`src/frame_pkg.sv`:
```
package frame_pkg;

   // Line address layout is base pointer, then frame number, then chunk
   localparam int LOG_FRAME_BASE_POINTER = 4;
   localparam int LOG_FRAME_NUMBER       = 3;
   localparam int LOG_FRAME_CHUNKS       = 2;
   localparam int LINE_ADDR_WIDTH        = LOG_FRAME_BASE_POINTER + LOG_FRAME_NUMBER +
                                           LOG_FRAME_CHUNKS;
   localparam int LINE_COUNT             = 1 << LINE_ADDR_WIDTH;
   localparam int LINE_DATA_WIDTH        = 32;

   // Width of the consumed frame counter seen by the host
   localparam int COUNT_WIDTH = 16;

   // Host side AXI4-Lite address width and the OKAY response code
   localparam int             AXI_ADDR_WIDTH = 12;
   localparam logic [1:0]     RESP_OKAY      = 2'b00;

   // Register map, all offsets are byte addresses
   localparam logic [AXI_ADDR_WIDTH-1:0] CTRL_OFFSET   = 12'h000;
   localparam logic [AXI_ADDR_WIDTH-1:0] BASE_OFFSET   = 12'h004;
   localparam logic [AXI_ADDR_WIDTH-1:0] COUNT_OFFSET  = 12'h008;
   localparam logic [AXI_ADDR_WIDTH-1:0] HEADER_OFFSET = 12'h00C;
   // Everything from here up maps onto memory lines, one line per word
   localparam logic [AXI_ADDR_WIDTH-1:0] WINDOW_BASE   = 12'h400;

   // Requester indices at the line memory arbiter
   localparam int NUM_REQ       = 3;
   localparam int REQ_SEL_WIDTH = 2;
   localparam int REQ_HOST      = 0;
   localparam int REQ_READER    = 1;
   localparam int REQ_RELEASE   = 2;

   typedef enum logic {
      RD_LINE = 1'b0,
      WR_LINE = 1'b1
   } line_op_e;

   // A requester holds this steady until it sees grant
   typedef struct packed {
      logic                       request;
      line_op_e                   op;
      logic [LINE_ADDR_WIDTH-1:0] addr;
      logic [LINE_DATA_WIDTH-1:0] wdata;
   } line_req_t;

   // Grant is same cycle, rd_valid follows a read grant by one cycle
   typedef struct packed {
      logic                       grant;
      logic                       rd_valid;
      logic [LINE_DATA_WIDTH-1:0] rdata;
   } line_rsp_t;

   typedef enum logic [1:0] {
      IDLE      = 2'd0,
      POLL      = 2'd1,
      WAIT_DATA = 2'd2
   } reader_state_e;

endpackage
```
`src/frame_release.sv`:
```
`timescale 1ns/1ps

module frame_release
   import frame_pkg::*;
(
   input  logic                              clk,
   input  logic                              resetb,
   input  logic [LOG_FRAME_BASE_POINTER-1:0] base_pointer,
   input  logic                              release_frame,
   output line_req_t                         mem_req,
   input  line_rsp_t                         mem_rsp
);

   // Frames consumed but whose header is still to be zeroed
   logic [COUNT_WIDTH-1:0]      pending;
   // Next frame to clear, trails the reader in ring order
   logic [LOG_FRAME_NUMBER-1:0] clear_frame;

   // Writing zero to the header drops the valid flag and hands the frame back
   assign mem_req.request = (pending != '0);
   assign mem_req.op      = WR_LINE;
   assign mem_req.addr    = {base_pointer, clear_frame, {LOG_FRAME_CHUNKS{1'b0}}};
   assign mem_req.wdata   = '0;

   always_ff @(posedge clk) begin
      if (!resetb) begin
         pending     <= '0;
         clear_frame <= '0;
      end else begin
         // A release and a grant in the same cycle cancel out
         pending     <= pending + COUNT_WIDTH'(release_frame) - COUNT_WIDTH'(mem_rsp.grant);
         clear_frame <= clear_frame + LOG_FRAME_NUMBER'(mem_rsp.grant);
      end
   end

   // The arbiter must never grant a clear while nothing is pending
   a_no_underflow: assert property (@(posedge clk) disable iff (!resetb)
      pending == '0 |-> !mem_rsp.grant);

endmodule

```
`config.mk`:
```
export PLATFORM = sky130hd
export DESIGN_NAME = frame_release
export DESIGN_NICKNAME = d
export VERILOG_FILES = /design/src/frame_pkg.sv /design/src/frame_release.sv
export SDC_FILE = /design/constraint.sdc
export NUM_CORES = 1
export LEC_CHECK = 0
export ABC_AREA = 1
export BUFFER_PORTS_ARGS = -buffer_cell sky130_fd_sc_hd__buf_2
export CORE_MARGIN = 10
export CORE_UTILIZATION = 40
export DETAILED_ROUTE_END_ITERATION = 12
export PLACE_DENSITY_LB_ADDON = 0.25
export SYNTH_ARGS = -nofsm -noshare
export SYNTH_HDL_FRONTEND = slang
export SYNTH_SLANG_ARGS = --single-unit
```
`constraint.sdc`:
```
create_clock -name clk -period 2.8 [get_ports clk]
set_input_delay 0.14 -clock clk [delete_from_list [all_inputs] [get_ports clk]]
set_output_delay 0.14 -clock clk [all_outputs]
set_load 0.03 [all_outputs]
```
# After elaboration in Yosys (flattened, before gate mapping)
# Cells that the tools add are included.
dict set report word_totals {
  regBits 19
  out_inout_bits 43
}
dict set report op_classes {
  addsub 3
  reduce_logical 1
}
# operator n
set op_table {}
lappend op_table {{$add A16 B1 Y16} 1}
lappend op_table {{$reduce_bool A16 Y1} 1}
lappend op_table {{$sub A16 B1 Y16} 1}
lappend op_table {{$add A3 B1 Y3} 1}

# Logic depth before layout (Yosys ltp)
dict set report logic_depth {
  word_depth 2
  mapped_depth 16
}

# Least setup slack after synthesis
# Ideal clock, no wire load.
dict set report synth_path {
  path_type {reg-to-reg}
  from {register pending[0]}
  to {register pending[14]}
  setup_time_ps 115
  t_arrival_ps 1744
  setup_slack_ps 941
  path_stages_with_launch 15
  n_path_buf 0
  path_cell_list {dfxtp_1 inv_1 ha_1 inv_1 ha_1 inv_1 fa_1 inv_1 nand2_1 nand2_1 nand3_1 nand2_2 nand2_2 a21oi_1 nor2_1}
}
dict set report synth_via {
  elab_chain_cells 2
}
# item line_no
set synth_rtl {}
lappend synth_rtl {{start: declaration} frame_release.sv:15} ;# logic [COUNT_WIDTH-1:0] pending;
lappend synth_rtl {{start signal: assignment} frame_release.sv:31} ;# pending <= pending + COUNT_WIDTH'(release_frame) - COUNT_WIDTH'(mem_rsp.grant);
lappend synth_rtl {{$add A16 B1 Y16} frame_release.sv:31}
lappend synth_rtl {{$sub A16 B1 Y16} frame_release.sv:31}
# No other way between the ends.
# A chain may end at the register's enable or synchronous reset.

# Worst setup path in the final report
dict set report layout_path {
  from {register pending[0]}
  to {register pending[12]}
}
# Same word-level chain as after synthesis.

==> results.json <==
{
  "die-area_sq_um": 7930,
  "grt_pass1_wl_um": 5810,
  "synth-simple-area-share_pct": 26.2,
  "slowest_stage": "fa_1",
  "io_buffers": 7,
  "fin_crit_sh_pct": 74.0,
  "max_freq_mhz": 482,
  "dpl_cell_area_sq_um": 1830,
  "top_layer": "met4",
  "rsz0062_at_grt": "false",
  "drc": 0,
  "cts_buffers": 3,
  "ir_drop_v": 0.000385,
  "crit_top_cell": "nand2_1",
  "status": "completed",
  "ys_ff_latch": 19,
  "leakage_nw": 1.14,
  "n_fill_cell": 523,
  "grt_pass1_vias": 1340,
  "required_ns": 2.96,
  "cp_top_family": "adder cells",
  "r2r_cells": 16,
  "whs_path_depth": 4,
  "drive_above_1_share_pct": 9.30,
  "holdBufCountCts": 0,
  "place_congestion": 0.775,
  "grt_use_total_pct": 9.11,
  "critPathBufInv": 5,
  "synthMuxAreaShare_pct": 0,
  "synthAdderAreaFrac_pct": 17.4,
  "wl_met2_um": 1610,
  "path_clk_slew_ns": 0.08,
  "initial_core_util_pct": 40.9,
  "synth-seq-area-share_pct": 19.9,
  "grt_overflow": 0,
  "wl_met1_um": 1740,
  "dr.pass1.iters": 4,
  "synth_cells": 298,
  "cts_setup_buffers": 0,
  "worstPathMaxFanout": 4,
  "grt_max_degree": 19,
  "nets": 369,
  "slew_viol_final": 0,
  "cts_root_buf": "clkbuf_8",
  "worstPathArrival_ns": 2.24,
  "die_h_um": 89.1,
  "avgSynthCellArea_sq_um": 6.40,
  "ant_nets": 0,
  "synth_compound_area_share_pct": 6.62,
  "finalSetupTns_ns": 0,
  "clk_latency_ns": 0.26,
  "cpPeakStageDelay_ns": 0.35,
  "synth_xor_area_share_pct": 0.459,
  "cap_violations": 0,
  "clock-sinks": 19,
  "crit_chain": "inv_1, ha_1, inv_1, ha_1, inv_1, fa_1, inv_1, nand2_1, nand2_1, nand2_1, inv_1, nand2_1, nand3_1, nand2_1, nand2_1, nor2_1",
  "ys_types": 25,
  "post_drt_via_cell_ratio": 4.16,
  "hold_violations": 0,
  "core.rowCount": 25,
  "syn-cell-area_sq_um": 1910,
  "worstSetupPathType": "reg2reg",
  "die_w_um": 89.1,
  "wl_um": 3550,
  "drt_iter0_drc": 36,
  "yosysWarnings": 0,
  "power_density_nw_per_um2": 1300,
  "setup_violations": 0,
  "synth_top_family_by_area": "buffers and inverters",
  "n_antenna_cell": 0,
  "cp.depth": 16,
  "cts_max_path_buffers": 2,
  "min_path_type": "in2reg",
  "finClkSkew_ns": 0.00338,
  "vias": 1477,
  "fin_area_sq_um": 1870,
  "core_area_sq_um": 4660,
  "postCtsResizedCells": 0,
  "num_io_pins": 84,
  "areaGrowthSynthToFinish_pct": -1.84,
  "wl_per_cell_um": 10.0,
  "post-dp-hpwl_um": 3020,
  "crit_path_end_kind": "flip-flop",
  "min_period_ns": 2.07,
  "ctsHtreeMaxLevel": 1,
  "antenna_found_initial": 0,
  "cts_tree": "done",
  "start_kind": "flip-flop",
  "met3WireLength_um": 172
}
[report_power, final]
group	internal [mW]	switching [mW]
logic	0.603	1.19
clock network	0.0992	0.105
registers	0.377	0.0511
[layer usage]
layer / vias to the layer above / global-route usage (%)
met4: 0 / 3.61
li1: 825 / -
met1: 616 / 11.5
met5: - / 0
met2: 32 / 15.4
met3: 4 / 1.00
[area by class of cell]
type / count / area (sq um) / share of cell area, %
Clock buffer: 3 / 41.3 / 2.20
Tap cell: 54 / 67.6 / 3.61
Inverter: 65 / 244 / 13.0
Sequential cell: 19 / 380 / 20.3
Multi-Input combinational cell: 206 / 1100 / 58.7
Timing Repair Buffer: 7 / 35.0 / 1.87
Clock inverter: 1 / 5.00 / 0.267
[Yosys cell counts]
cell type	n	area share, %
o21bai_1	1	0.39
nor3_2	1	0.52
nor2_2	2	0.66
nand2_1	74	15
a21oi_1	16	4.2
a21oi_2	1	0.46
clkbuf_1	1	0.20
or3_1	1	0.33
nand2_2	2	0.66
nor2_4	2	1.2
fa_1	1	1.0
inv_1	57	11
conb_1	2	0.39
and2_4	1	0.46
ha_1	25	16
o21ai_1	1	0.26
nand3_1	7	1.8
xnor2_1	1	0.46
nand4_1	1	0.33
buf_4	39	15
o21ai_0	5	1.3
nor2_1	29	5.7
dfxtp_1	19	20
inv_2	8	1.6
buf_6	1	0.59
[tightest hold or removal path: cells and delay by family]
family	cells	cell delay, ns
fa+ha+maj	1	0.12
buf+inv	2	0.12
simple gates	1	0.05
[metrics by stage]
step	power, mW	utilization (%)	instances	worst slack, ns	hold WS [ns]
after floorplan	1.95	-	331	0.941	0.341
after global placement	2.23	39.2	351	0.737	0.280
after detailed placement	2.23	39.2	351	0.736	0.280
after CTS	2.45	40.2	355	0.718	0.179
after global routing	2.77	40.2	355	0.514	0.201
final	2.43	40.2	355	0.727	0.182
[cell families (layout without fill, tap and decap cells)]
group / Yosys count / count (layout)
AND/OR/NAND/NOR: 120 / 120
XOR/XNOR: 1 / 1
adder cells (fa/ha/maj): 26 / 26
buffers and inverters: 106 / 76
AO/OA/AOI/OAI: 24 / 24
flip-flops: 19 / 19
other: 2 / 35
[sequential cells by signal, summed over array words and instances, names as in the netlist]
| name | cells |
|---|---|
| clear_frame | 3 |
| pending | 16 |
[final timing paths]
path	startpoint	endpoint	slack, ns
max	pending[0]	pending[12]	0.73
min reg2reg	clear_frame[2]	clear_frame[2]	0.51
max reg2reg	pending[0]	pending[12]	0.73
min	release_frame	pending[0]	0.18
[cells in the final DEF (no fill, tap or decap), types with 2 or more instances in the layout]
cell type  count
nor2_2         2
dfxtp_1       19
ha_1          25
nand2_2        2
buf_2          7
nor2_1        29
inv_2          8
a21oi_1       16
nand3_1        7
inv_1         57
nand2_1       74
o21ai_0        5
clkbuf_8       3
nor2_4         2
conb_1        35
No activity file was read; power rests on OpenSTA's default activity.
