===== src/frame_pkg.sv =====
package frame_pkg;

   // Line address layout is base pointer, then frame number, then chunk
   localparam int LOG_FRAME_BASE_POINTER = 4;
   localparam int LOG_FRAME_NUMBER       = 3;
   localparam int LOG_FRAME_CHUNKS       = 2;
   localparam int LINE_ADDR_WIDTH        = LOG_FRAME_BASE_POINTER + LOG_FRAME_NUMBER +
                                           LOG_FRAME_CHUNKS;
   localparam int LINE_COUNT             = 1 << LINE_ADDR_WIDTH;
   localparam int LINE_DATA_WIDTH        = 32;

   // Width of the consumed frame counter seen by the host
   localparam int COUNT_WIDTH = 16;

   // Host side AXI4-Lite address width and the OKAY response code
   localparam int             AXI_ADDR_WIDTH = 12;
   localparam logic [1:0]     RESP_OKAY      = 2'b00;

   // Register map, all offsets are byte addresses
   localparam logic [AXI_ADDR_WIDTH-1:0] CTRL_OFFSET   = 12'h000;
   localparam logic [AXI_ADDR_WIDTH-1:0] BASE_OFFSET   = 12'h004;
   localparam logic [AXI_ADDR_WIDTH-1:0] COUNT_OFFSET  = 12'h008;
   localparam logic [AXI_ADDR_WIDTH-1:0] HEADER_OFFSET = 12'h00C;
   // Everything from here up maps onto memory lines, one line per word
   localparam logic [AXI_ADDR_WIDTH-1:0] WINDOW_BASE   = 12'h400;

   // Requester indices at the line memory arbiter
   localparam int NUM_REQ       = 3;
   localparam int REQ_SEL_WIDTH = 2;
   localparam int REQ_HOST      = 0;
   localparam int REQ_READER    = 1;
   localparam int REQ_RELEASE   = 2;

   typedef enum logic {
      RD_LINE = 1'b0,
      WR_LINE = 1'b1
   } line_op_e;

   // A requester holds this steady until it sees grant
   typedef struct packed {
      logic                       request;
      line_op_e                   op;
      logic [LINE_ADDR_WIDTH-1:0] addr;
      logic [LINE_DATA_WIDTH-1:0] wdata;
   } line_req_t;

   // Grant is same cycle, rd_valid follows a read grant by one cycle
   typedef struct packed {
      logic                       grant;
      logic                       rd_valid;
      logic [LINE_DATA_WIDTH-1:0] rdata;
   } line_rsp_t;

   typedef enum logic [1:0] {
      IDLE      = 2'd0,
      POLL      = 2'd1,
      WAIT_DATA = 2'd2
   } reader_state_e;

endpackage

===== src/frame_reader.sv =====
`timescale 1ns/1ps

module frame_reader
   import frame_pkg::*;
(
   input  logic                              clk,
   input  logic                              resetb,
   input  logic                              enable,
   input  logic [LOG_FRAME_BASE_POINTER-1:0] base_pointer,
   output line_req_t                         mem_req,
   input  line_rsp_t                         mem_rsp,
   output logic                              release_frame,
   output logic [COUNT_WIDTH-1:0]            frames_consumed,
   output logic [LINE_DATA_WIDTH-1:0]        last_header
);

   reader_state_e               state;
   logic [LOG_FRAME_NUMBER-1:0] frame_number;

   // The header sits in chunk 0 of the frame being polled
   assign mem_req.request = (state == POLL);
   assign mem_req.op      = RD_LINE;
   assign mem_req.addr    = {base_pointer, frame_number, {LOG_FRAME_CHUNKS{1'b0}}};
   assign mem_req.wdata   = '0;

   // Release goes out in the same cycle the flagged header arrives
   assign release_frame = (state == WAIT_DATA) && mem_rsp.rd_valid && mem_rsp.rdata[0];

   always_ff @(posedge clk) begin
      if (!resetb) begin
         state           <= IDLE;
         frame_number    <= '0;
         frames_consumed <= '0;
         last_header     <= '0;
      end else begin
         case (state)
            IDLE: begin
               if (enable) begin
                  state <= POLL;
               end
            end
            // The request stays up until the arbiter takes it
            POLL: begin
               if (mem_rsp.grant) begin
                  state <= WAIT_DATA;
               end
            end
            WAIT_DATA: begin
               if (mem_rsp.rd_valid) begin
                  state <= enable ? POLL : IDLE;
                  // A clear flag means the host has not filled it yet, so poll it again
                  if (mem_rsp.rdata[0]) begin
                     last_header     <= mem_rsp.rdata;
                     frames_consumed <= frames_consumed + 1'b1;
                     frame_number    <= frame_number + 1'b1;
                  end
               end
            end
            default: state <= IDLE;
         endcase
      end
   end

   // Header data comes back exactly one cycle after the grant
   a_header_returns: assert property (@(posedge clk) disable iff (!resetb)
      state == WAIT_DATA |-> mem_rsp.rd_valid);

endmodule


===== config.mk =====
export PLATFORM = sky130hd
export DESIGN_NAME = frame_reader
export DESIGN_NICKNAME = d
export VERILOG_FILES = /design/src/frame_pkg.sv /design/src/frame_reader.sv
export SDC_FILE = /design/constraint.sdc
export NUM_CORES = 1
export LEC_CHECK = 0
export BUFFER_PORTS_ARGS = -buffer_cell sky130_fd_sc_hd__buf_4
export CORE_MARGIN = 5
export CORE_UTILIZATION = 44
export CTS_CLUSTER_DIAMETER = 60
export CTS_CLUSTER_SIZE = 40
export DETAILED_ROUTE_END_ITERATION = 16
export GPL_ROUTABILITY_DRIVEN = 0
export HOLD_SLACK_MARGIN = 0.05
export PLACE_DENSITY = 0.9
export SLEW_MARGIN = 20
export SYNTH_ARGS = -nofsm -noshare
export SYNTH_HDL_FRONTEND = slang
export SYNTH_SLANG_ARGS = --single-unit

===== constraint.sdc =====
create_clock -name clk -period 1.45 [get_ports clk]
set_input_delay 0.2175 -clock clk [delete_from_list [all_inputs] [get_ports clk]]
set_output_delay 0.2175 -clock clk [all_outputs]
set_load 0.01 [all_outputs]

# After elaboration in Yosys (flattened, before gate mapping)
# Cells that the tools add are included.
[totals] ff_bits=53 in_bits=41
[classes] n_addsub=2 n_eq_ne=5 n_mux=5 reduce_logical=5
[ops] op="$add 16x1->16 const B" n=1
[ops] op="$mux 2" n=3
[ops] op="$pmux 2 s3" n=1
[ops] op="$reduce_and 3->1" n=2
[ops] op="$ne 2x2->1 const B" n=2
[ops] op="$add 3x1->3 const B" n=1
[ops] op="$eq 2x1->1 const B" n=1
[ops] op="$eq 2x2->1 const B" n=1
[ops] op="$logic_and 1x1->1" n=2
[ops] op="$logic_not 2->1" n=1
[ops] op="$ne 2x1->1 const B" n=1
[ops] op="$mux 1" n=1

# Longest topological paths before layout
[logic_depth] word_depth=3 depth_mapped=6 mapped_depth_nobuf=5

# Worst setup path before layout
# No wires, ideal clock.
[synth_path] path_type="reg2reg" from="register frames_consumed[0]" to="register frames_consumed[15]" arrival_ps=1201 required_ps=1331 path_slack_ps=131 stages_incl_launch_ff=5 period_less_slack_ps=1319 path_cell_list="dfxtp_1 nand3_1 nor4_4 nand3_1 mux2i_1"
[synth_via] elab_chain_len=1
[synth_rtl] item="from (decl)" line="frame_reader.sv:13" text="output logic [COUNT_WIDTH-1:0] frames_consumed,"
[synth_rtl] item="from (signal assigned)" line="frame_reader.sv:54" text="frames_consumed <= frames_consumed + 1'b1;"
[synth_rtl] item="$add 16x1->16" line="frame_reader.sv:54"
# Every way passes these cells.
# A chain may end at the register's enable or synchronous reset.

# Worst setup path in the final report
[layout_path] from="register state[0]" to="register frames_consumed[15]"
[layout_via] elab_chain_len=2
[layout_rtl] item="from (decl)" line="frame_reader.sv:17" text="reader_state_e state;"
[layout_rtl] item="from (signal assigned)" line="frame_reader.sv:50" text="state <= enable ? POLL : IDLE;"
[layout_rtl] item="$eq 2x2->1" line="frame_reader.sv:36" text="case (state)"
[layout_rtl] item="$reduce_and 3->1 (no line)"
# Every way passes these cells.

==> summary.md <==
| Metric | Value |
|---|---|
| Total number of placement rows | `26` |
| Later-pin clock latency in the skew report | `0.31 ns` |
| Antenna diode count | `0` |
| Logic gate share of total power | `8.4%` |
| Effective utilization at floorplan | `45.72%` |
| Number of violations of the max-capacitance limit | `0` |
| Number of pins with negative max-slew slack in the final report | `0` |
| F_max | `0.7076 GHz` |
| Post-synthesis cell type with the largest combined area | `dfxtp_1` |
| Unrepaired setup endpoints after global routing | `yes` |
| Number of input and output port buffers inserted | `89` |
| Primary FF master, synth | `dfxtp_1` |
| Die width | `roughly 83 µm` |
| Worst min path class | `input pin to flop` |
| Clock sink count | `53` |
| Sw power | `0.0006173 W` |
| Post-placement setup slack | `0.02715 ns` |
| Avg Vias per Cell | `between 4 and 5` |
| Tcrit/Tclk final | `97.47%` |
| Number of distinct library cells after synthesis | `27` |
| Power Dens Cells | `approximately 860 nW/µm²` |
| Summed negative setup slack over all endpoints | `0 ns` |
| Die span in y | `83.31 µm` |
| Placeable core region | `roughly 5200 µm²` |
| Die ar. | `6941 µm²` |
| CP Max Fanout | `9` |
| Avg WL per Cell | `between 10 and 15 µm` |
| Clock-pin slew of the registers on the worst-case setup and hold paths | `0.10 ns` |
| Register bit count reported by yosys | `53` |
| Number of placed I/O pins | `133` |
| Cell with the most instances after synthesis | `nand2_1` |
| Gate count after technology mapping | `slightly below 300` |
| Synth Warn # | `0` |
| GRT Resource Usage Total | `15.73%` |
| Largest net degree at the start of global routing | `34` |
| Fraction of the yosys area taken by sequential cells | `44.87%` |
| Total CTS buffers | `5` |
| Part of the total power dissipated in sequential elements | `53.6%` |
| Share of total power consumed by net switching | `22.41%` |
| Result of the run | `complete, no violations` |
| Post-synth EDFFs | `0` |
| Vias in the first global route | `around 2,000` |
| Detailed-routing iteration count for the pre-antenna-repair pass | `4` |
| Summed instance area of the synthesized netlist | `approximately 2400 µm²` |
| Number of nets in the final layout | `431` |
| Leading cell types by count after synthesis | `nand2_1 (77), dfxtp_1 (53), buf_4 (41), a21oi_1 (37), nor2_1 (21)` |
| Area added between synthesis and finish | `35.93%` |
| Required time worst endpoint | `roughly 1.7 ns` |
| Largest clock skew in the final design | `0.008672 ns` |
| Portion of synthesized cell area occupied by the leading cell type | `44.87%` |
| Synth top area cells | `dfxtp_1 (45%), buf_4 (13%), nand2_1 (12%)` |
| P_leak | `1.456 nW` |
| Worst-case setup margin in the final layout | `~0.037 ns` |
| Residual DRC count | `0` |
| Post-DP HPWL | `4.281 mm` |
| CTS root buf | `clkbuf_8` |
| Arrival @ worst endpoint | `1.62 ns` |
| Vias | `2,079` |
| Post-route ant nets | `0` |
| Placed Cells incl. Taps | `444` |
| # H-tree levels | `2` |
| Iteration-0 DRC Markers | `79` |
| Critical Setup Path Class | `flop to flop` |
| Final cell count without fillers | `459` |
| Per-instance average area after synthesis | `8.126 µm²` |
| Crit path launch type | `flop` |
| Initial antenna violation count | `0` |
| Total Wirelength | `roughly 5.7 mm` |
| Clock tree from TritonCTS | `done` |
| Peak supply drop | `0.0004339 V` |
| Kind of capture point of the worst setup path | `flop` |
| Internal Dissipation | `0.002138 W` |
| Wire length of the first global-routing pass | `roughly 9.1 mm` |
| Layout cell share with drive strength beyond 1 | `32.39%` |
| Max Root-Sink Buffers | `2` |
| Finish-stage setup viols | `0` |
| Async set-reset flop share out of synthesis | `0%` |
| Count of final hold-check violations | `0` |
| Final period demand of the worst path | `roughly 1.4 ns` |
| Clock network fraction of total power | `38.0%` |
| Total congestion overflow after global routing | `0` |
kinds of logic (layout without fill, tap and decap cells):
family,Yosys count,after routing,synth area share [%]
other,1,35,0.1586
AOI/OAI and AO/OA,38,38,8.042
DFF,53,53,44.87
adders and majority gates,2,2,1.058
and+or+nand+nor,123,123,23.39
muxes,5,5,2.116
xor gates and xnor gates,11,11,4.074
buffers and inverters,58,122,16.30
registers in the layout, indices dropped and copies added, names as in the netlist:
signal / count
state: 2
last_header: 32
frames_consumed: 16
frame_number: 3
layout make-up:
cell class / count / area (µm²)
Fill cell: 459 / 1958
Sequential cell: 53 / 1064
Multi-Input combinational cell: 214 / 1054
Timing Repair Buffer: 109 / 868.3
Tap cell: 70 / 87.58
Clock buffer: 6 / 82.58
Clock inverter: 2 / 37.54
Inverter: 5 / 21.27
placed cells by master (no fill, tap or decap):
cell type	count
nand3_1	6
bufinv_16	1
clkinvlp_4	1
buf_4	105
inv_1	4
nand4_2	1
buf_8	1
xor2_1	2
nor4_4	1
inv_4	1
nor3_1	4
xnor2_1	9
nor3_2	1
conb_1	35
buf_12	2
nor2_1	20
nor2_2	1
nand4b_4	1
nor4_1	2
clkbuf_8	6
nand2_1	77
clkbuf_16	1
ha_1	2
or3_1	1
o21ai_0	1
nand3_2	1
nand4_1	1
dfxtp_2	2
a21oi_1	37
dfxtp_1	51
and3_1	1
nand2b_1	5
mux2i_1	5
metrics by stage:
stage | hold WS, ns | power, W | area [µm²] | util (%)
2_1_floorplan | 0.3535 | 0.001695 | 2492 | -
3_3_place_gp | 0.4351 | 0.001727 | 3004 | 58.08
3_5_place_dp | 0.4351 | 0.001732 | 3004 | 58.08
4_1_cts | 0.1355 | 0.002779 | 3133 | 60.57
5_1_grt | 0.1335 | 0.002878 | 3214 | 62.14
6_report | 0.1452 | 0.002755 | 3214 | 62.14
power by group through the flow:
stage / combinational [W] / sequential (W) / clock (W)
after global placement: 0.000220 / 0.00151 / 0
after floorplan: 0.000180 / 0.00151 / 0
after detailed placement: 0.000223 / 0.00151 / 0
final: 0.000232 / 0.00148 / 0.00105
after global routing: 0.000254 / 0.00148 / 0.00115
after CTS: 0.000224 / 0.00148 / 0.00108
per-layer routing:
metal	track usage, %	vias to the layer above	wire length [µm]
met5	0	-	0
met4	6.092	0	128
met3	7.624	11	568
met2	27.92	81	2819
met1	15.75	938	2186
li1	-	1049	-
worst max-delay path: stages (launching register included):
cell and delay, ns:
dfxtp_1 0.32, nand4b_4 0.20, buf_8 0.17, nor4_4 0.34, nand3_1 0.14, mux2i_1 0.14
path summary, 6_finish.rpt:
check | endpoint | startpoint | slack (ns) | cells past startpoint
worst max-delay path | frames_consumed[15] | state[0] | 0.04 | 5
worst max register to register | frames_consumed[15] | state[0] | 0.04 | 5
worst min-delay path | last_header[4] | mem_rsp[4] | 0.15 | 3
worst min register to register | last_header[19] | last_header[19] | 0.46 | 2
repair_timing:
item | in CTS | in global routing
hold buffers | 0 | 0
pin swaps | 2 | 3
cloned | 0 | 1
resized for setup | 2 | 6
buffers inserted | 1 | 5
setup endpoints to repair | 1 | 7
No activity file was read; power rests on OpenSTA's default activity.
