File: config.mk
export PLATFORM = sky130hd
export DESIGN_NAME = frame_csr
export DESIGN_NICKNAME = d
export VERILOG_FILES = /design/src/frame_pkg.sv /design/src/frame_csr.sv
export SDC_FILE = /design/constraint.sdc
export NUM_CORES = 1
export LEC_CHECK = 0
export ABC_AREA = 1
export BUFFER_PORTS_ARGS = -buffer_cell sky130_fd_sc_hd__buf_2
export CAP_MARGIN = 20
export CORE_MARGIN = 8
export CORE_UTILIZATION = 50
export CTS_BUF_LIST = sky130_fd_sc_hd__clkbuf_4 sky130_fd_sc_hd__clkbuf_8
export DETAILED_ROUTE_END_ITERATION = 8
export PLACE_DENSITY_LB_ADDON = 0.2
export REMOVE_ABC_BUFFERS = 1
export SYNTH_ARGS = -nofsm -noshare
export SYNTH_HDL_FRONTEND = slang
export SYNTH_SLANG_ARGS = --single-unit
File: constraint.sdc
create_clock -name clk -period 7.1 [get_ports clk]
set_input_delay 0.355 -clock clk [delete_from_list [all_inputs] [get_ports clk]]
set_output_delay 0.355 -clock clk [all_outputs]
set_load 0.01 [all_outputs]
File: src/frame_pkg.sv
package frame_pkg;

   // Line address layout is base pointer, then frame number, then chunk
   localparam int LOG_FRAME_BASE_POINTER = 4;
   localparam int LOG_FRAME_NUMBER       = 3;
   localparam int LOG_FRAME_CHUNKS       = 2;
   localparam int LINE_ADDR_WIDTH        = LOG_FRAME_BASE_POINTER + LOG_FRAME_NUMBER +
                                           LOG_FRAME_CHUNKS;
   localparam int LINE_COUNT             = 1 << LINE_ADDR_WIDTH;
   localparam int LINE_DATA_WIDTH        = 32;

   // Width of the consumed frame counter seen by the host
   localparam int COUNT_WIDTH = 16;

   // Host side AXI4-Lite address width and the OKAY response code
   localparam int             AXI_ADDR_WIDTH = 12;
   localparam logic [1:0]     RESP_OKAY      = 2'b00;

   // Register map, all offsets are byte addresses
   localparam logic [AXI_ADDR_WIDTH-1:0] CTRL_OFFSET   = 12'h000;
   localparam logic [AXI_ADDR_WIDTH-1:0] BASE_OFFSET   = 12'h004;
   localparam logic [AXI_ADDR_WIDTH-1:0] COUNT_OFFSET  = 12'h008;
   localparam logic [AXI_ADDR_WIDTH-1:0] HEADER_OFFSET = 12'h00C;
   // Everything from here up maps onto memory lines, one line per word
   localparam logic [AXI_ADDR_WIDTH-1:0] WINDOW_BASE   = 12'h400;

   // Requester indices at the line memory arbiter
   localparam int NUM_REQ       = 3;
   localparam int REQ_SEL_WIDTH = 2;
   localparam int REQ_HOST      = 0;
   localparam int REQ_READER    = 1;
   localparam int REQ_RELEASE   = 2;

   typedef enum logic {
      RD_LINE = 1'b0,
      WR_LINE = 1'b1
   } line_op_e;

   // A requester holds this steady until it sees grant
   typedef struct packed {
      logic                       request;
      line_op_e                   op;
      logic [LINE_ADDR_WIDTH-1:0] addr;
      logic [LINE_DATA_WIDTH-1:0] wdata;
   } line_req_t;

   // Grant is same cycle, rd_valid follows a read grant by one cycle
   typedef struct packed {
      logic                       grant;
      logic                       rd_valid;
      logic [LINE_DATA_WIDTH-1:0] rdata;
   } line_rsp_t;

   typedef enum logic [1:0] {
      IDLE      = 2'd0,
      POLL      = 2'd1,
      WAIT_DATA = 2'd2
   } reader_state_e;

endpackage
File: src/frame_csr.sv
`timescale 1ns/1ps

module frame_csr
   import frame_pkg::*;
(
   input  logic                              clk,
   input  logic                              resetb,
   input  logic                              awvalid,
   output logic                              awready,
   input  logic [AXI_ADDR_WIDTH-1:0]         awaddr,
   input  logic                              wvalid,
   output logic                              wready,
   input  logic [LINE_DATA_WIDTH-1:0]        wdata,
   output logic                              bvalid,
   input  logic                              bready,
   output logic [1:0]                        bresp,
   input  logic                              arvalid,
   output logic                              arready,
   input  logic [AXI_ADDR_WIDTH-1:0]         araddr,
   output logic                              rvalid,
   input  logic                              rready,
   output logic [LINE_DATA_WIDTH-1:0]        rdata,
   output logic [1:0]                        rresp,
   output line_req_t                         mem_req,
   input  line_rsp_t                         mem_rsp,
   output logic                              enable,
   output logic [LOG_FRAME_BASE_POINTER-1:0] base_pointer,
   input  logic [COUNT_WIDTH-1:0]            frames_consumed,
   input  logic [LINE_DATA_WIDTH-1:0]        last_header
);

   logic                       busy;
   logic                       rd_wait;
   logic                       aw_win;
   logic                       ar_win;
   logic [AXI_ADDR_WIDTH-1:0]  aw_off;
   logic [AXI_ADDR_WIDTH-1:0]  ar_off;
   logic [LINE_DATA_WIDTH-1:0] reg_rdata;

   // Window offsets, bits 10 to 2 of the offset pick the memory line
   assign aw_win = awaddr >= WINDOW_BASE;
   assign ar_win = araddr >= WINDOW_BASE;
   assign aw_off = awaddr - WINDOW_BASE;
   assign ar_off = araddr - WINDOW_BASE;

   // Only one transaction is in flight, from the ready pulse to the response
   assign busy = awready || arready || bvalid || rvalid || rd_wait || mem_req.request;

   assign bresp = RESP_OKAY;
   assign rresp = RESP_OKAY;

   always_comb begin
      case (araddr)
         CTRL_OFFSET:   reg_rdata = LINE_DATA_WIDTH'(enable);
         BASE_OFFSET:   reg_rdata = LINE_DATA_WIDTH'(base_pointer);
         COUNT_OFFSET:  reg_rdata = LINE_DATA_WIDTH'(frames_consumed);
         HEADER_OFFSET: reg_rdata = last_header;
         default:       reg_rdata = '0;
      endcase
   end

   always_ff @(posedge clk) begin
      if (!resetb) begin
         awready         <= 1'b0;
         wready          <= 1'b0;
         arready         <= 1'b0;
         bvalid          <= 1'b0;
         rvalid          <= 1'b0;
         rd_wait         <= 1'b0;
         mem_req.request <= 1'b0;
         enable          <= 1'b0;
         base_pointer    <= '0;
      end else begin
         // Ready is a one cycle pulse, writes win over reads when both wait
         awready <= awvalid && wvalid && !busy;
         wready  <= awvalid && wvalid && !busy;
         arready <= arvalid && !(awvalid && wvalid) && !busy;

         if (awready && awvalid && wready && wvalid) begin
            if (aw_win) begin
               mem_req.request <= 1'b1;
               mem_req.op      <= WR_LINE;
               mem_req.addr    <= aw_off[LINE_ADDR_WIDTH+1:2];
               mem_req.wdata   <= wdata;
            end else begin
               bvalid <= 1'b1;
               if (awaddr == CTRL_OFFSET) begin
                  enable <= wdata[0];
               end
               if (awaddr == BASE_OFFSET) begin
                  base_pointer <= wdata[LOG_FRAME_BASE_POINTER-1:0];
               end
            end
         end

         if (arready && arvalid) begin
            if (ar_win) begin
               mem_req.request <= 1'b1;
               mem_req.op      <= RD_LINE;
               mem_req.addr    <= ar_off[LINE_ADDR_WIDTH+1:2];
               mem_req.wdata   <= '0;
            end else begin
               rvalid <= 1'b1;
               rdata  <= reg_rdata;
            end
         end

         // A write is done at its grant, a read waits for the data
         if (mem_req.request && mem_rsp.grant) begin
            mem_req.request <= 1'b0;
            if (mem_req.op == WR_LINE) begin
               bvalid <= 1'b1;
            end else begin
               rd_wait <= 1'b1;
            end
         end

         if (rd_wait && mem_rsp.rd_valid) begin
            rd_wait <= 1'b0;
            rvalid  <= 1'b1;
            rdata   <= mem_rsp.rdata;
         end

         if (bvalid && bready) begin
            bvalid <= 1'b0;
         end
         if (rvalid && rready) begin
            rvalid <= 1'b0;
         end
      end
   end

   a_bvalid_held: assert property (@(posedge clk) disable iff (!resetb)
      bvalid && !bready |=> bvalid);

endmodule

# == After elaboration in Yosys (flattened, before gate mapping) ==
# Index checks and enable logic that the tools add are counted.
# word_totals
output_inout_bits,89
elab_cells,70
in_bits,145
ff_bits,85
# op_classes
eq_ne,5
n_reduce_logical,31
n_mux,15
n_bitwise,3
n_addsub,2
order_cmp,2
# op_table
operator,n
43-bit two-way mux,4
32-bit one-hot mux with 4 select lines,1
32-bit two-way mux,3
12-bit by 3-bit == test with 1-bit output (second input constant),2
12-bit by 4-bit == test with 1-bit output (second input constant),2
12-bit by 11-bit greater-or-equal comparator with 1-bit output (second input constant),2
12-bit logical NOT,2
11-bit subtractor (second input constant),2
1-bit logical AND,12
3-bit AND reduction,3
2-bit OR reduction,4
1-bit two-way mux,7
1-bit logical OR,5
2-bit AND reduction,2
1-bit inverter,3
1-bit logical NOT,2
2-bit by 1-bit != test with 1-bit output (second input constant),1
2-bit nonzero test,1

# == Logic depth before layout (Yosys ltp) ==
# logic_depth
depth_word,7
mapped_depth,8
ltp_nobuf,7

# == Least setup slack after synthesis ==
# Ideal clock, no wire load.
# synth_timing
kind,in2reg
from,input port resetb
to,register rdata[0] (enable)
arrival_ns,2.071
path_stages,3
t_required_ns,6.679
slack_ns,4.608
n_path_buf,1
path_cell_list,clkbuf_1 inv_1 nor2_1
# synth_between
elab_chain_cells,1
# synth_lines
item,line_no,source
start: declaration,frame_csr.sv:7,"input logic resetb,"
3-bit AND reduction (no line),--,
end signal: assignment,frame_csr.sv:104,rdata <= reg_rdata;
end signal: assignment,frame_csr.sv:121,rdata <= mem_rsp.rdata;
end: declaration,frame_csr.sv:22,"output logic [LINE_DATA_WIDTH-1:0] rdata,"
# No other way between the ends.
# A chain may end at the register's enable or synchronous reset.

# == Worst setup path in the final report ==
# layout_timing
from,register rd_wait
to,register rdata[19] (enable)
# layout_between
elab_chain_cells,3
# layout_lines
item,line_no,source
start: declaration,frame_csr.sv:33,logic rd_wait;
start signal: assignment,frame_csr.sv:69,rd_wait <= 1'b0;
start signal: assignment,frame_csr.sv:114,rd_wait <= 1'b1;
start signal: assignment,frame_csr.sv:119,rd_wait <= 1'b0;
1-bit logical AND *,frame_csr.sv:118,if (rd_wait && mem_rsp.rd_valid) begin
2-bit by 1-bit != test with 1-bit output (no line) or 2-bit nonzero test (tied branches),--,
3-bit AND reduction (no line) *,--,
# Mark *: on every way between the ends. The rest lies on a longest branch, timed or not.

==> results.sh <==
export IMPL_grt_ovfl_total=0
export IMPL_netlist_instances=492
export IMPL_irDropWorstVdd_mv=0.132
export IMPL_die_area_um2=11700
export IMPL_p_per_area_nw_per_um2=183
export IMPL_r2r_setup_slack_ps=4390
export IMPL_crit_end="rdata[19]"
export IMPL_skew_ps=12.8
export IMPL_rr_worst_depth=5
export IMPL_path_cells="nand2_1 -> clkinv_1 -> a21oi_1 -> nor2_2 -> buf_4"
export IMPL_track_usage_pct=22.3
export IMPL_synth_seq_area_share_pct=57.7
export IMPL_insertion_delay_ps=350
export IMPL_numCtsBuffers=9
export IMPL_drc=0
export IMPL_fp_dieW_um=108
export IMPL_vias=4224
export IMPL_syn_avg_cell_area_um2=8.61
export IMPL_synth_cell_types=28
export IMPL_drtIter0Drc=246
export IMPL_diodes=0
export IMPL_period_share_pct=38.2
export IMPL_outcome="completed"
export IMPL_fmax_mhz=369
export IMPL_grt_pass1_wl_mm=20.8
export IMPL_startpoint="rd_wait"
export IMPL_num_fill_cells=685
export IMPL_p_leak_nw=2.81
export IMPL_clock_sinks=85
export IMPL_die_h_um=108
export IMPL_layout_common_cells="buf_2 (229), nand2_1 (124), nor2_1 (90), edfxtp_1 (74), o21ai_0 (60)"
export IMPL_grt_pass1_vias=4229
export IMPL_port_buffers=229
export IMPL_syn_cell_area_um2=4230
export IMPL_slowest_delay_ps=870
export IMPL_worst_pin_slew_ps=907
export IMPL_area_growth_pct=31.9
export IMPL_setup_violations_final=0
export IMPL_path_class="register to register"
export IMPL_cts_hold_fix_buffers=0
export IMPL_firstDrtPassIters=4
export IMPL_cp_start_kind="register"
export IMPL_place_congestion=0.824
export IMPL_grt_max_degree=51
export IMPL_synth_warnings=0
export IMPL_layout_min_cycle_time_ps=2710
export IMPL_maxSlewViolCount=0
export IMPL_cts_root_buffer="clkbuf_8"
export IMPL_initial_core_util_pct=51.5
export IMPL_rsz0062_at_grt="no"
export IMPL_wl_per_cell_um=16.6
export IMPL_htree_num_levels=3
export IMPL_synth_main_ff_cell="edfxtp_1"
export IMPL_yosys_register_bits=85
export IMPL_holdCritPathClass="input port to register"
export IMPL_synth_async_sr_flop_share_pct=0
export IMPL_post_cts_buffers=0
export IMPL_clk_path_buf_depth=2
export IMPL_fin_tns_setup_ps=0
export IMPL_maxSlewHeadroom_pct=39.1
export IMPL_critPathArrivalTime_ps=2780
export IMPL_core_um2=8220
export IMPL_ctsResizeCount=0
export IMPL_r2r_end="rdata[19]"
export IMPL_critPathCaptureType="register"
export IMPL_drive_above_1_share_pct=36.4
export IMPL_place_hpwl_mm=10.3
export IMPL_row_count=33
export IMPL_crit_fanout=34
export IMPL_clkTransAtPathRegs_ps=100
export IMPL_vias_per_cell=5.15
export IMPL_r2r_start="rd_wait"
export IMPL_totalWireLength_mm=13.6
export IMPL_crit_required_ps=7170
export IMPL_antenna_left=0
export IMPL_antenna_found_initial=0
export IMPL_fin_nets=855
export IMPL_ios=234
export IMPL_cts_tree="yes"
export IMPL_cp_slowest_cell="clkinv_1"
export IMPL_final_common_cell="buf_2"
export IMPL_cap_viol_max_count=0
export IMPL_synth_edff_count=74
export IMPL_place_area_um2=5400
export IMPL_stdcell_area_um2=5580
export IMPL_hold_viol_final=0
power breakdown:
part	internal [mW]	total (mW)	switching [mW]
combinational	0.0571	0.128	0.0708
clock	0.134	0.318	0.184
sequential	0.567	0.578	0.0112
Yosys cell counts (all sizes together), types with 3 or more instances:
cell type | instances | area, um2
nand2 | 126 | 478
nor2 | 97 | 398
edfxtp | 74 | 2220
o21ai | 64 | 320
nand3 | 50 | 250
inv | 19 | 71.3
buf | 17 | 109
clkbuf | 12 | 46.3
dfxtp | 11 | 220
a21oi | 9 | 45.0
nor3 | 3 | 15.0
worst max-delay path: cells and delay by family (launching register included):
| kind | cells | cell delay [ps] |
|---|---|---|
| simple gates | 2 | 440 |
| compound gates | 1 | 500 |
| buf+inv | 2 | 1120 |
| flops | 1 | 340 |
per-stage QoR:
step,hold WS (ps),util [%],worst slack [ps],power (mW),std cells
finish,247,67.9,4390,1.02,820
CTS,237,67.9,4400,1.03,820
detailed placement,484,65.8,4280,0.717,804
global route,241,67.9,4100,1.06,820
global placement,478,65.8,4370,0.714,804
floorplan,467,-,4160,0.635,466
area by class of cell:
type                    count  area [um2]  area share, %
clock inverters             6        47.5          0.852
clock buffers              10         131           2.35
multi-input cells         361        1580           28.3
inverters                  20        75.1           1.34
flip-flops and latches     85        2440           43.7
well taps                 105         131           2.35
repair buffers            233        1180           21.1
routing by layer:
layer  track usage (%)  vias up  part of all wire (%)
met4              4.96        0                  0.82
met1              25.5     1912                    38
met2              38.2      223                    50
met5                 0        -                     0
met3              8.98        9                    12
li1                  -     2080                     -
registers in the layout, indices dropped and copies added, names as in the netlist:
| signal | count |
|---|---|
| rvalid | 1 |
| wready | 1 |
| enable | 1 |
| mem_req | 43 |
| arready | 1 |
| rdata | 32 |
| bvalid | 1 |
| base_pointer | 4 |
| rd_wait | 1 |
worst min path at each step:
stage                     from         endpoint  cells after the start
4_1_cts                arvalid          arready                      3
3_5_place_dp   base_pointer[0]  base_pointer[0]                      2
6_report               arvalid          arready                      3
2_1_floorplan           resetb       mem_req[0]                      0
3_3_place_gp   base_pointer[3]  base_pointer[3]                      2
5_1_grt                arvalid          arready                      3
cell families after synthesis:
logic type	share of synthesized area (%)
buffers and inverters	5.44
DFF	57.7
AOI/OAI and AO/OA	9.40
other	0.0886
and+or+nand+nor	27.4
Power figures use the tool's default switching activity.
