--- src/frame_pkg.sv ---
package frame_pkg;

   // Line address layout is base pointer, then frame number, then chunk
   localparam int LOG_FRAME_BASE_POINTER = 4;
   localparam int LOG_FRAME_NUMBER       = 3;
   localparam int LOG_FRAME_CHUNKS       = 2;
   localparam int LINE_ADDR_WIDTH        = LOG_FRAME_BASE_POINTER + LOG_FRAME_NUMBER +
                                           LOG_FRAME_CHUNKS;
   localparam int LINE_COUNT             = 1 << LINE_ADDR_WIDTH;
   localparam int LINE_DATA_WIDTH        = 32;

   // Width of the consumed frame counter seen by the host
   localparam int COUNT_WIDTH = 16;

   // Host side AXI4-Lite address width and the OKAY response code
   localparam int             AXI_ADDR_WIDTH = 12;
   localparam logic [1:0]     RESP_OKAY      = 2'b00;

   // Register map, all offsets are byte addresses
   localparam logic [AXI_ADDR_WIDTH-1:0] CTRL_OFFSET   = 12'h000;
   localparam logic [AXI_ADDR_WIDTH-1:0] BASE_OFFSET   = 12'h004;
   localparam logic [AXI_ADDR_WIDTH-1:0] COUNT_OFFSET  = 12'h008;
   localparam logic [AXI_ADDR_WIDTH-1:0] HEADER_OFFSET = 12'h00C;
   // Everything from here up maps onto memory lines, one line per word
   localparam logic [AXI_ADDR_WIDTH-1:0] WINDOW_BASE   = 12'h400;

   // Requester indices at the line memory arbiter
   localparam int NUM_REQ       = 3;
   localparam int REQ_SEL_WIDTH = 2;
   localparam int REQ_HOST      = 0;
   localparam int REQ_READER    = 1;
   localparam int REQ_RELEASE   = 2;

   typedef enum logic {
      RD_LINE = 1'b0,
      WR_LINE = 1'b1
   } line_op_e;

   // A requester holds this steady until it sees grant
   typedef struct packed {
      logic                       request;
      line_op_e                   op;
      logic [LINE_ADDR_WIDTH-1:0] addr;
      logic [LINE_DATA_WIDTH-1:0] wdata;
   } line_req_t;

   // Grant is same cycle, rd_valid follows a read grant by one cycle
   typedef struct packed {
      logic                       grant;
      logic                       rd_valid;
      logic [LINE_DATA_WIDTH-1:0] rdata;
   } line_rsp_t;

   typedef enum logic [1:0] {
      IDLE      = 2'd0,
      POLL      = 2'd1,
      WAIT_DATA = 2'd2
   } reader_state_e;

endpackage
--- src/line_arbiter.sv ---
`timescale 1ns/1ps

module line_arbiter
   import frame_pkg::*;
(
   input  logic                       clk,
   input  logic                       resetb,
   input  line_req_t [NUM_REQ-1:0]    req,
   output line_rsp_t [NUM_REQ-1:0]    rsp,
   output logic [LINE_ADDR_WIDTH-1:0] mem_addr,
   output logic                       mem_wr_en,
   output logic                       mem_rd_en,
   output logic [LINE_DATA_WIDTH-1:0] mem_wdata,
   input  logic [LINE_DATA_WIDTH-1:0] mem_rdata
);

   logic [REQ_SEL_WIDTH-1:0] last;
   logic [REQ_SEL_WIDTH-1:0] sel;
   logic [NUM_REQ-1:0]       gnt;
   logic [NUM_REQ-1:0]       rd_pend;

   // Search starts just after the previous winner and takes the first request
   always_comb begin
      int idx;
      gnt = '0;
      sel = '0;
      for (int k = 1; k <= NUM_REQ; k++) begin
         idx = int'(last) + k;
         if (idx >= NUM_REQ) begin
            idx = idx - NUM_REQ;
         end
         if (req[idx].request && (gnt == '0)) begin
            gnt[idx] = 1'b1;
            sel      = REQ_SEL_WIDTH'(idx);
         end
      end
   end

   // The winner's fields go straight to the single memory port
   assign mem_addr  = req[sel].addr;
   assign mem_wdata = req[sel].wdata;
   assign mem_wr_en = (gnt != '0) && (req[sel].op == WR_LINE);
   assign mem_rd_en = (gnt != '0) && (req[sel].op == RD_LINE);

   always_ff @(posedge clk) begin
      if (!resetb) begin
         // Host gets first pick after reset
         last    <= REQ_SEL_WIDTH'(NUM_REQ - 1);
         rd_pend <= '0;
      end else begin
         if (gnt != '0) begin
            last <= sel;
         end
         // Remember who owns the data coming out of memory next cycle
         for (int i = 0; i < NUM_REQ; i++) begin
            rd_pend[i] <= gnt[i] && (req[i].op == RD_LINE);
         end
      end
   end

   // Read data is broadcast, only the owner sees rd_valid
   always_comb begin
      for (int i = 0; i < NUM_REQ; i++) begin
         rsp[i].grant    = gnt[i];
         rsp[i].rd_valid = rd_pend[i];
         rsp[i].rdata    = mem_rdata;
      end
   end

   a_grant_onehot: assert property (@(posedge clk) disable iff (!resetb) $onehot0(gnt));

   for (genvar g = 0; g < NUM_REQ; g++) begin : g_grant_chk
      a_grant_has_req: assert property (@(posedge clk) disable iff (!resetb)
         gnt[g] |-> req[g].request);
   end

endmodule

--- config.mk ---
export PLATFORM = sky130hd
export DESIGN_NAME = line_arbiter
export DESIGN_NICKNAME = d
export VERILOG_FILES = /design/src/frame_pkg.sv /design/src/line_arbiter.sv
export SDC_FILE = /design/constraint.sdc
export NUM_CORES = 1
export LEC_CHECK = 0
export BUFFER_PORTS_ARGS = -buffer_cell sky130_fd_sc_hd__buf_2
export CAP_MARGIN = 0
export CELL_PAD_IN_SITES_DETAIL_PLACEMENT = 0
export CELL_PAD_IN_SITES_GLOBAL_PLACEMENT = 2
export CORE_UTILIZATION = 14
export CTS_CLUSTER_DIAMETER = 120
export DETAILED_ROUTE_END_ITERATION = 12
export PLACE_DENSITY_LB_ADDON = 0.08
export SYNTH_ARGS = -nofsm -noshare
export SYNTH_HDL_FRONTEND = slang
export SYNTH_SLANG_ARGS = --single-unit
--- constraint.sdc ---
create_clock -name clk -period 3.15 [get_ports clk]
set_input_delay 0.63 -clock clk [delete_from_list [all_inputs] [get_ports clk]]
set_output_delay 0.63 -clock clk [all_outputs]
set_load 0.05 [all_outputs]
After elaboration in Yosys (flattened, before gate mapping)
Cells that the tools add are included.
{ "totals": {"register_bits": 5, "inputBits": 163, "out_inout_bits": 145, "wordCells": 63} }
{ "classes": {"add_sub_neg": 6, "order_cmp": 10, "mux": 26, "bitwise_logic": 6, "n_reduce_logical": 13} }
{ "ops": {"columns": ["op", "count"], "rows": [
  ["43-bit binary-select mux with 2-bit select", 4],
  ["43-bit two-way mux", 6],
  ["32-bit by 1-bit greater-or-equal comparator with 1-bit output (second input constant)", 3],
  ["32-bit by 4-bit less-than comparator with 1-bit output (second input constant)", 3],
  ["32-bit two-way mux", 3],
  ["42-bit two-way mux", 1],
  ["3-bit by 2-bit subtractor with 4-bit output (second input constant)", 3],
  ["1-bit logical AND", 10],
  ["3-bit by 2-bit greater-or-equal comparator with 1-bit output (second input constant)", 3],
  ["3-bit two-way mux", 3],
  ["2-bit by 2-bit adder with 3-bit output (second input constant)", 2],
  ["1-bit demux with 2-bit select", 3],
  ["3-bit zero test", 2],
  ["2-bit two-way mux", 3],
  ["3-bit bitwise OR", 2],
  ["1-bit inverter", 4],
  ["2-bit by 1-bit adder with 3-bit output (second input constant)", 1],
  ["2-bit by 3-bit less-than comparator with 1-bit output (second input constant)", 1],
  ["1-bit two-way mux", 3],
  ["3-bit nonzero test", 1]
]} }

Longest topological paths before layout
{ "depth": {"ltp_word": 18, "depth_mapped": 11, "depth_no_buf": 8} }

Worst setup path before layout
Ideal clock, no wire load.
{ "synth_path": {"kind": "reg-to-output", "start": "register last[0]", "end": "output mem_rd_en", "arrival_ns": 3.563, "t_required_ns": 2.520, "path_slack_ns": -1.043, "stages_incl_launch_ff": 10, "path_buffers": 1, "cell_sequence": "dfxtp_1 -> inv_1 -> ha_1 -> or3b_4 -> o211a_1 -> and3_4 -> a21o_1 -> buf_6 -> and4_4 -> nor4_1"} }
{ "synth_between": {"elab_chain_len": 18, "elab_cells_between_ends": 53, "cone_classes": "6 x add/sub; 9 x order compare; 26 x mux; 3 x bitwise; 9 x reduce/logical"} }
{ "synth_lines": {"columns": ["item", "line", "rtl"], "rows": [
  ["from (decl)", "line_arbiter.sv:17", "logic [REQ_SEL_WIDTH-1:0] last;"],
  ["from (signal assigned)", "line_arbiter.sv:48", "last <= REQ_SEL_WIDTH'(NUM_REQ - 1);"],
  ["from (signal assigned)", "line_arbiter.sv:52", "last <= sel;"],
  ["2-bit by 1-bit adder with 3-bit output", "line_arbiter.sv:28", "idx = int'(last) + k;"],
  ["3-bit by 2-bit subtractor with 4-bit output or 3-bit by 2-bit greater-or-equal comparator with 1-bit output (tied branches)", "line_arbiter.sv:30, line_arbiter.sv:29", null],
  ["32-bit two-way mux", "line_arbiter.sv:29", "if (idx >= NUM_REQ) begin"],
  ["32-bit by 1-bit greater-or-equal comparator with 1-bit output (implied by the code) or 32-bit by 4-bit less-than comparator with 1-bit output (tied branches)", "line_arbiter.sv:33", "gnt[idx] = 1'b1;"],
  ["1-bit logical AND (implied by the code)", "line_arbiter.sv:33", null],
  ["1-bit two-way mux (implied by the code)", "line_arbiter.sv:33", null],
  ["1-bit demux with 2-bit select", "line_arbiter.sv:33", null],
  ["3-bit two-way mux", "line_arbiter.sv:32", "if (req[idx].request && (gnt == '0)) begin"],
  ["[2 not listed]", null, null],
  ["3-bit two-way mux", "line_arbiter.sv:32", null],
  ["3-bit zero test", "line_arbiter.sv:32", null],
  ["1-bit logical AND", "line_arbiter.sv:32", null],
  ["2-bit two-way mux", "line_arbiter.sv:32", null],
  ["43-bit binary-select mux with 2-bit select", "line_arbiter.sv:43", "assign mem_rd_en = (gnt != '0) && (req[sel].op == RD_LINE);"],
  ["42-bit two-way mux (implied by the code)", "line_arbiter.sv:43", null],
  ["1-bit inverter", "line_arbiter.sv:43", null],
  ["1-bit logical AND *", "line_arbiter.sv:43", null],
  ["to (decl)", "line_arbiter.sv:12", "output logic mem_rd_en,"]
]} }
Every way passes the cells marked *; elsewhere a longest branch is shown, timed or not. The select of a mux whose other input is x is not followed.

Final worst setup path
{ "layout_path": {"start": "register last[1]", "end": "output mem_wdata[6]"} }
{ "layout_between": {"elab_chain_len": 16, "elab_cells_between_ends": 43, "cone_classes": "6 x add/sub; 7 x order compare; 23 x mux; 1 x bitwise; 6 x reduce/logical"} }
{ "layout_lines": {"columns": ["item", "line", "rtl"], "rows": [
  ["2-bit by 1-bit adder with 3-bit output", "line_arbiter.sv:28", null],
  ["3-bit by 2-bit subtractor with 4-bit output or 3-bit by 2-bit greater-or-equal comparator with 1-bit output (tied branches)", "line_arbiter.sv:30, line_arbiter.sv:29", null],
  ["32-bit two-way mux", "line_arbiter.sv:29", null],
  ["32-bit by 1-bit greater-or-equal comparator with 1-bit output (implied by the code) or 32-bit by 4-bit less-than comparator with 1-bit output (tied branches)", "line_arbiter.sv:33", null],
  ["1-bit logical AND (implied by the code)", "line_arbiter.sv:33", null],
  ["1-bit two-way mux (implied by the code)", "line_arbiter.sv:33", null],
  ["1-bit demux with 2-bit select", "line_arbiter.sv:33", null],
  ["3-bit two-way mux", "line_arbiter.sv:32", null],
  ["3-bit zero test", "line_arbiter.sv:32", null],
  ["1-bit logical AND", "line_arbiter.sv:32", null],
  ["3-bit two-way mux", "line_arbiter.sv:32", null],
  ["3-bit zero test", "line_arbiter.sv:32", null],
  ["1-bit logical AND", "line_arbiter.sv:32", null],
  ["2-bit two-way mux *", "line_arbiter.sv:32", null],
  ["43-bit binary-select mux with 2-bit select *", "line_arbiter.sv:41", "assign mem_wdata = req[sel].wdata;"],
  ["42-bit two-way mux *", null, null],
  ["to (decl)", "line_arbiter.sv:13", "output logic [LINE_DATA_WIDTH-1:0] mem_wdata,"]
]} }
Marked as above.

==> results.txt <==
The flow ran to the end, but the final reports show violations. The checks that failed: setup timing. Of all nets on the critical path, the largest fanout is 21. The power per standard cell area is 1670 mW/mm2. By area the synthesized netlist is led by sky130_fd_sc_hd__buf_4 30%, sky130_fd_sc_hd__a31oi_1 11%, sky130_fd_sc_hd__nand3_1 8.9%. The startpoint identified for the worst register-to-register timing path is last[0]. The die footprint came out at 0.0182 mm2. Counting cells, the worst reg-to-reg path comes to 14. The number of distinct standard cells referenced by the synthesized netlist is 47. After synthesis, the largest family of logic cells by area is buffers and inverters. The HPWL after detailed placement came out at 8870 um.

The number of filler cells placed in the layout is 1,909. The maximum number of pins on one net before global-route repair came out at 26. The post-synthesis compound-gate area fraction came out at 29.3%.

At the end of the flow, the number of nets in the layout was 681. Summed over all nets, the switching power comes to 0.00433 W. The number of antenna repair diodes is 0.

The final worst slack is -0.119 ns. The number of cells in the finished layout apart from fillers came out at 737. The mean routed wirelength per cell came out at 15.6 um.

For flop-to-flop paths, the worst setup slack is 0.66 ns. Of the total power, the clock network draws 2.7%. The total negative slack is -4.42 ns. During synthesis, Yosys emitted a total of 0 warnings.

The clock input transition at the sequential cells of the worst setup and hold paths is 0.03 ns. Setup repair after global routing could not meet its margin everywhere. The routed wire length came out at 11,500 um.

The DRC marker count from the first detailed-route iteration is 52. The number of maximum-capacitance constraint violations came out at 0. The clock tree from TritonCTS is yes.

The number of standard cells after synthesis came out at 368. The most area-hungry cell type in the Yosys netlist is sky130_fd_sc_hd__buf_4. The area share of the largest cell type after synthesis is 30.3%. The first-pass iteration count of the detailed router is 6. The hold-critical path endpoint is rd_pend[2]. The proportion of layout cells with a drive suffix above 1 came out at 67.0%. The number of global-route vias before repair is 3,108. The worst setup path is captured at a primary output. The number of synthesized flops with an enable pin is 0.

The top cell types in the final layout, fill and taps aside, are 136 x sky130_fd_sc_hd__buf_2, 65 x sky130_fd_sc_hd__buf_4, 44 x sky130_fd_sc_hd__buf_6, 43 x sky130_fd_sc_hd__nand3_1, 42 x sky130_fd_sc_hd__nor2_1. Buffers placed on the I/O ports in this run total 179. The cell area after technology mapping came out at 0.00247 mm2. Among all flip-flop cells after synthesis, the most frequent one is sky130_fd_sc_hd__dfxtp_1. The tree is rooted in a sky130_fd_sc_hd__clkbuf_16. Summing all multi-input logic gate instances after layout gives 0.00212 mm2. In this run the deepest clock path goes through 2 buffers. The mean instance size in the synthesized netlist is 6.72 um2. The total clock buffers created by CTS is 3. After global routing the overflow that remains totals 0.

The post-route worst hold slack came out at 0.581 ns. The setup path with the least slack is of type flop to primary output. The DRC violation count after routing came out at 0. After synthesis, the share of flip-flops with an asynchronous set or reset is 0%. The internal cell power is 0.00351 W. The total count of max-transition violations in the final report is 0.

The basic-gate share of the synthesized area counting and, or, nand and nor cells is 23.8%. The sequential cell area came out at 105 um2. The hold-critical path depth came out at 2.

The smallest clock period supported by the final layout is computed as 3.27 ns. Summed over all cells, the static leakage comes to 2.02 nW. Across the routed clock network, the largest skew measured is 0.00119 ns. Walking the worst path, the cells encountered are inv_4, ha_4, or3b_4, o211a_1, and3_4, buf_4, a21oi_4, buf_12, o21ai_1, a31oi_4, buf_6. The xor and xnor fraction of the mapped netlist area came out at 0%.

In this run, placement finished with an instance count of 708. The initial antenna violation count came out at 0. The effective utilization at floorplan came out at 14.3%. The slowest stage of the critical path is the sky130_fd_sc_hd__or3b_4 cell. The post-synthesis share of cell area spent on full adders, half adders and majority gates is 2.53%. The die is 135 um tall. The number of rows created at floorplan is 48. The hold path startpoint is req[127]. The share of power burned in registers came out at 1.3%. The first global-routing pass estimated 17,300 um of wire. The power share of the combinational group is 96.0%. The core utilization of the finished layout came out at 27.1%. The worst slack at placement came out at -0.182 ns.

The via count came out at 3,040. The global placement routability congestion is 0.722. After synthesis the netlist holds a flip-flop and latch count of 5. The final count of negative-setup-slack endpoints came out at 43. The worst min-delay path class is input pin to flop. The worst path uses 104% of the clock period. The horizontal die dimension is 135 um. The total nets after synthesis came out at 536. The depth of the CTS H-tree is 1. The final count of hold timing violations was 0. For the worst setup path, the data required time is 2.52 ns. The register area share after synthesis came out at 4.05%. The slew at the pin closest to its max-slew limit came out at 0.355 ns.

Global routing used 12.0% of the available tracks across all layers. The number of placed I/O pins is 308. The clock reaches the later pin of the worst-skew pair after 0.23 ns. The signed area change from the synthesized netlist to the final layout came out at 89.3%. The worst slew slack as a fraction of its limit is 76.2%.

The number of clock sinks came out at 5. The worst IR drop on VDD is 0.613 mV. Net switching is 55.2% of the power. Using the TritonRoute via totals, the vias-per-cell ratio works out to 4.12. The core region area is 0.0173 mm2. In this run the critical register-to-register path is captured at last[0].

The remaining antenna violation count after routing is 0. The type of element launching the critical path is a flop. The highest attainable clock frequency came out at 306 MHz.

The maximum cell stage delay along the critical path is 0.39 ns. The arrival time reported for the critical path endpoint came out at 2.64 ns. The most frequent standard cell in the layout excluding fill and tap cells is sky130_fd_sc_hd__buf_2. The multiplexer fraction of the synthesized cell area came out at 0.809%.
## Yosys cell counts (2+ instances only)
cell,count
sky130_fd_sc_hd__buf_4,100
sky130_fd_sc_hd__ha_1,5
sky130_fd_sc_hd__o21ai_0,5
sky130_fd_sc_hd__nand2b_1,2
sky130_fd_sc_hd__o21ai_1,40
sky130_fd_sc_hd__nor2_1,42
sky130_fd_sc_hd__a21o_1,3
sky130_fd_sc_hd__mux2i_1,2
sky130_fd_sc_hd__a211oi_1,4
sky130_fd_sc_hd__buf_12,4
sky130_fd_sc_hd__and3_4,2
sky130_fd_sc_hd__buf_2,18
sky130_fd_sc_hd__buf_6,2
sky130_fd_sc_hd__a21oi_2,3
sky130_fd_sc_hd__inv_1,5
sky130_fd_sc_hd__nand3_1,44
sky130_fd_sc_hd__nand4b_1,2
sky130_fd_sc_hd__nand2_1,8
sky130_fd_sc_hd__dfxtp_1,5
sky130_fd_sc_hd__nand3b_1,2
sky130_fd_sc_hd__a31oi_1,42
sky130_fd_sc_hd__and2_1,3
## cell type report
cell class | count | area share, %
tap | 225 | 6.01
timing repair buffer | 265 | 44.2
sequential | 5 | 2.24
clock buffer | 4 | 1.68
multi-input combinational | 233 | 45.4
inverter | 5 | 0.508
## timing repair
action / in CTS / in global routing
buffers inserted: 21 / 2
gates resized for setup: 111 / 10
setup endpoints to repair: 43 / 43
hold buffers: 0 / 0
endpoints found under the hold margin: 0 / 0
gates cloned: 2 / 0
pin swaps: 8 / 3
## worst max-delay path, delay by kind of cell, from the launching register on
family,cells,cell delay (ns)
AO/OA/AOI/OAI,4,0.63
AND/OR/NAND/NOR,2,0.59
buffers and inverters,4,0.56
flip-flops,1,0.34
adder cells (fa/ha/maj),1,0.26
## logic make-up (layout without fill, tap and decap cells)
family	count (synthesis)	count (layout)
and+or+nand+nor	115	115
adders and majority gates	5	5
AOI/OAI and AO/OA	111	111
DFF	5	5
buffers and inverters	130	274
muxes	2	2
## per-stage QoR
step                      instance area (um2)  total power, W
after detailed placement                 3930         0.00629
after floorplan                          3130         0.00512
after global placement                   3930         0.00630
after CTS                                4630         0.00789
after global routing                     4680         0.00825
final                                    4680         0.00784
## worst max path at each step
stage / depth (start not counted) / end / slack, ns / start
after floorplan: 9 / mem_rd_en / 0.0003 / last[1]
after global routing: 11 / mem_wdata[31] / -0.22 / last[1]
final: 11 / mem_wdata[6] / -0.12 / last[1]
after global placement: 11 / mem_addr[1] / -0.23 / last[0]
after CTS: 11 / mem_addr[1] / -0.14 / last[1]
after detailed placement: 11 / mem_addr[5] / -0.18 / last[1]
## flip-flops by register name, indices dropped and copies added, names as in the netlist
signal / flops
last: 2
rd_pend: 3
## metal layers
| layer | track usage [%] | up-vias | routed length (um) |
|---|---|---|---|
| met5 | 0 | - | 0 |
| met4 | 1.31 | 0 | 46 |
| met3 | 1.91 | 8 | 665 |
| met2 | 22.4 | 89 | 5990 |
| met1 | 14.8 | 1428 | 4770 |
| li1 | - | 1515 | - |
## power by group through the flow
stage          Combinational (W)  Sequential (W)  Clock [W]
2_1_floorplan            0.00499        0.000129          0
3_3_place_gp             0.00621       0.0000964          0
3_5_place_dp             0.00620       0.0000969          0
4_1_cts                  0.00757       0.0000981   0.000214
5_1_grt                  0.00792        0.000102   0.000220
6_report                 0.00753       0.0000996   0.000211
No activity file was read; power rests on OpenSTA's default activity.
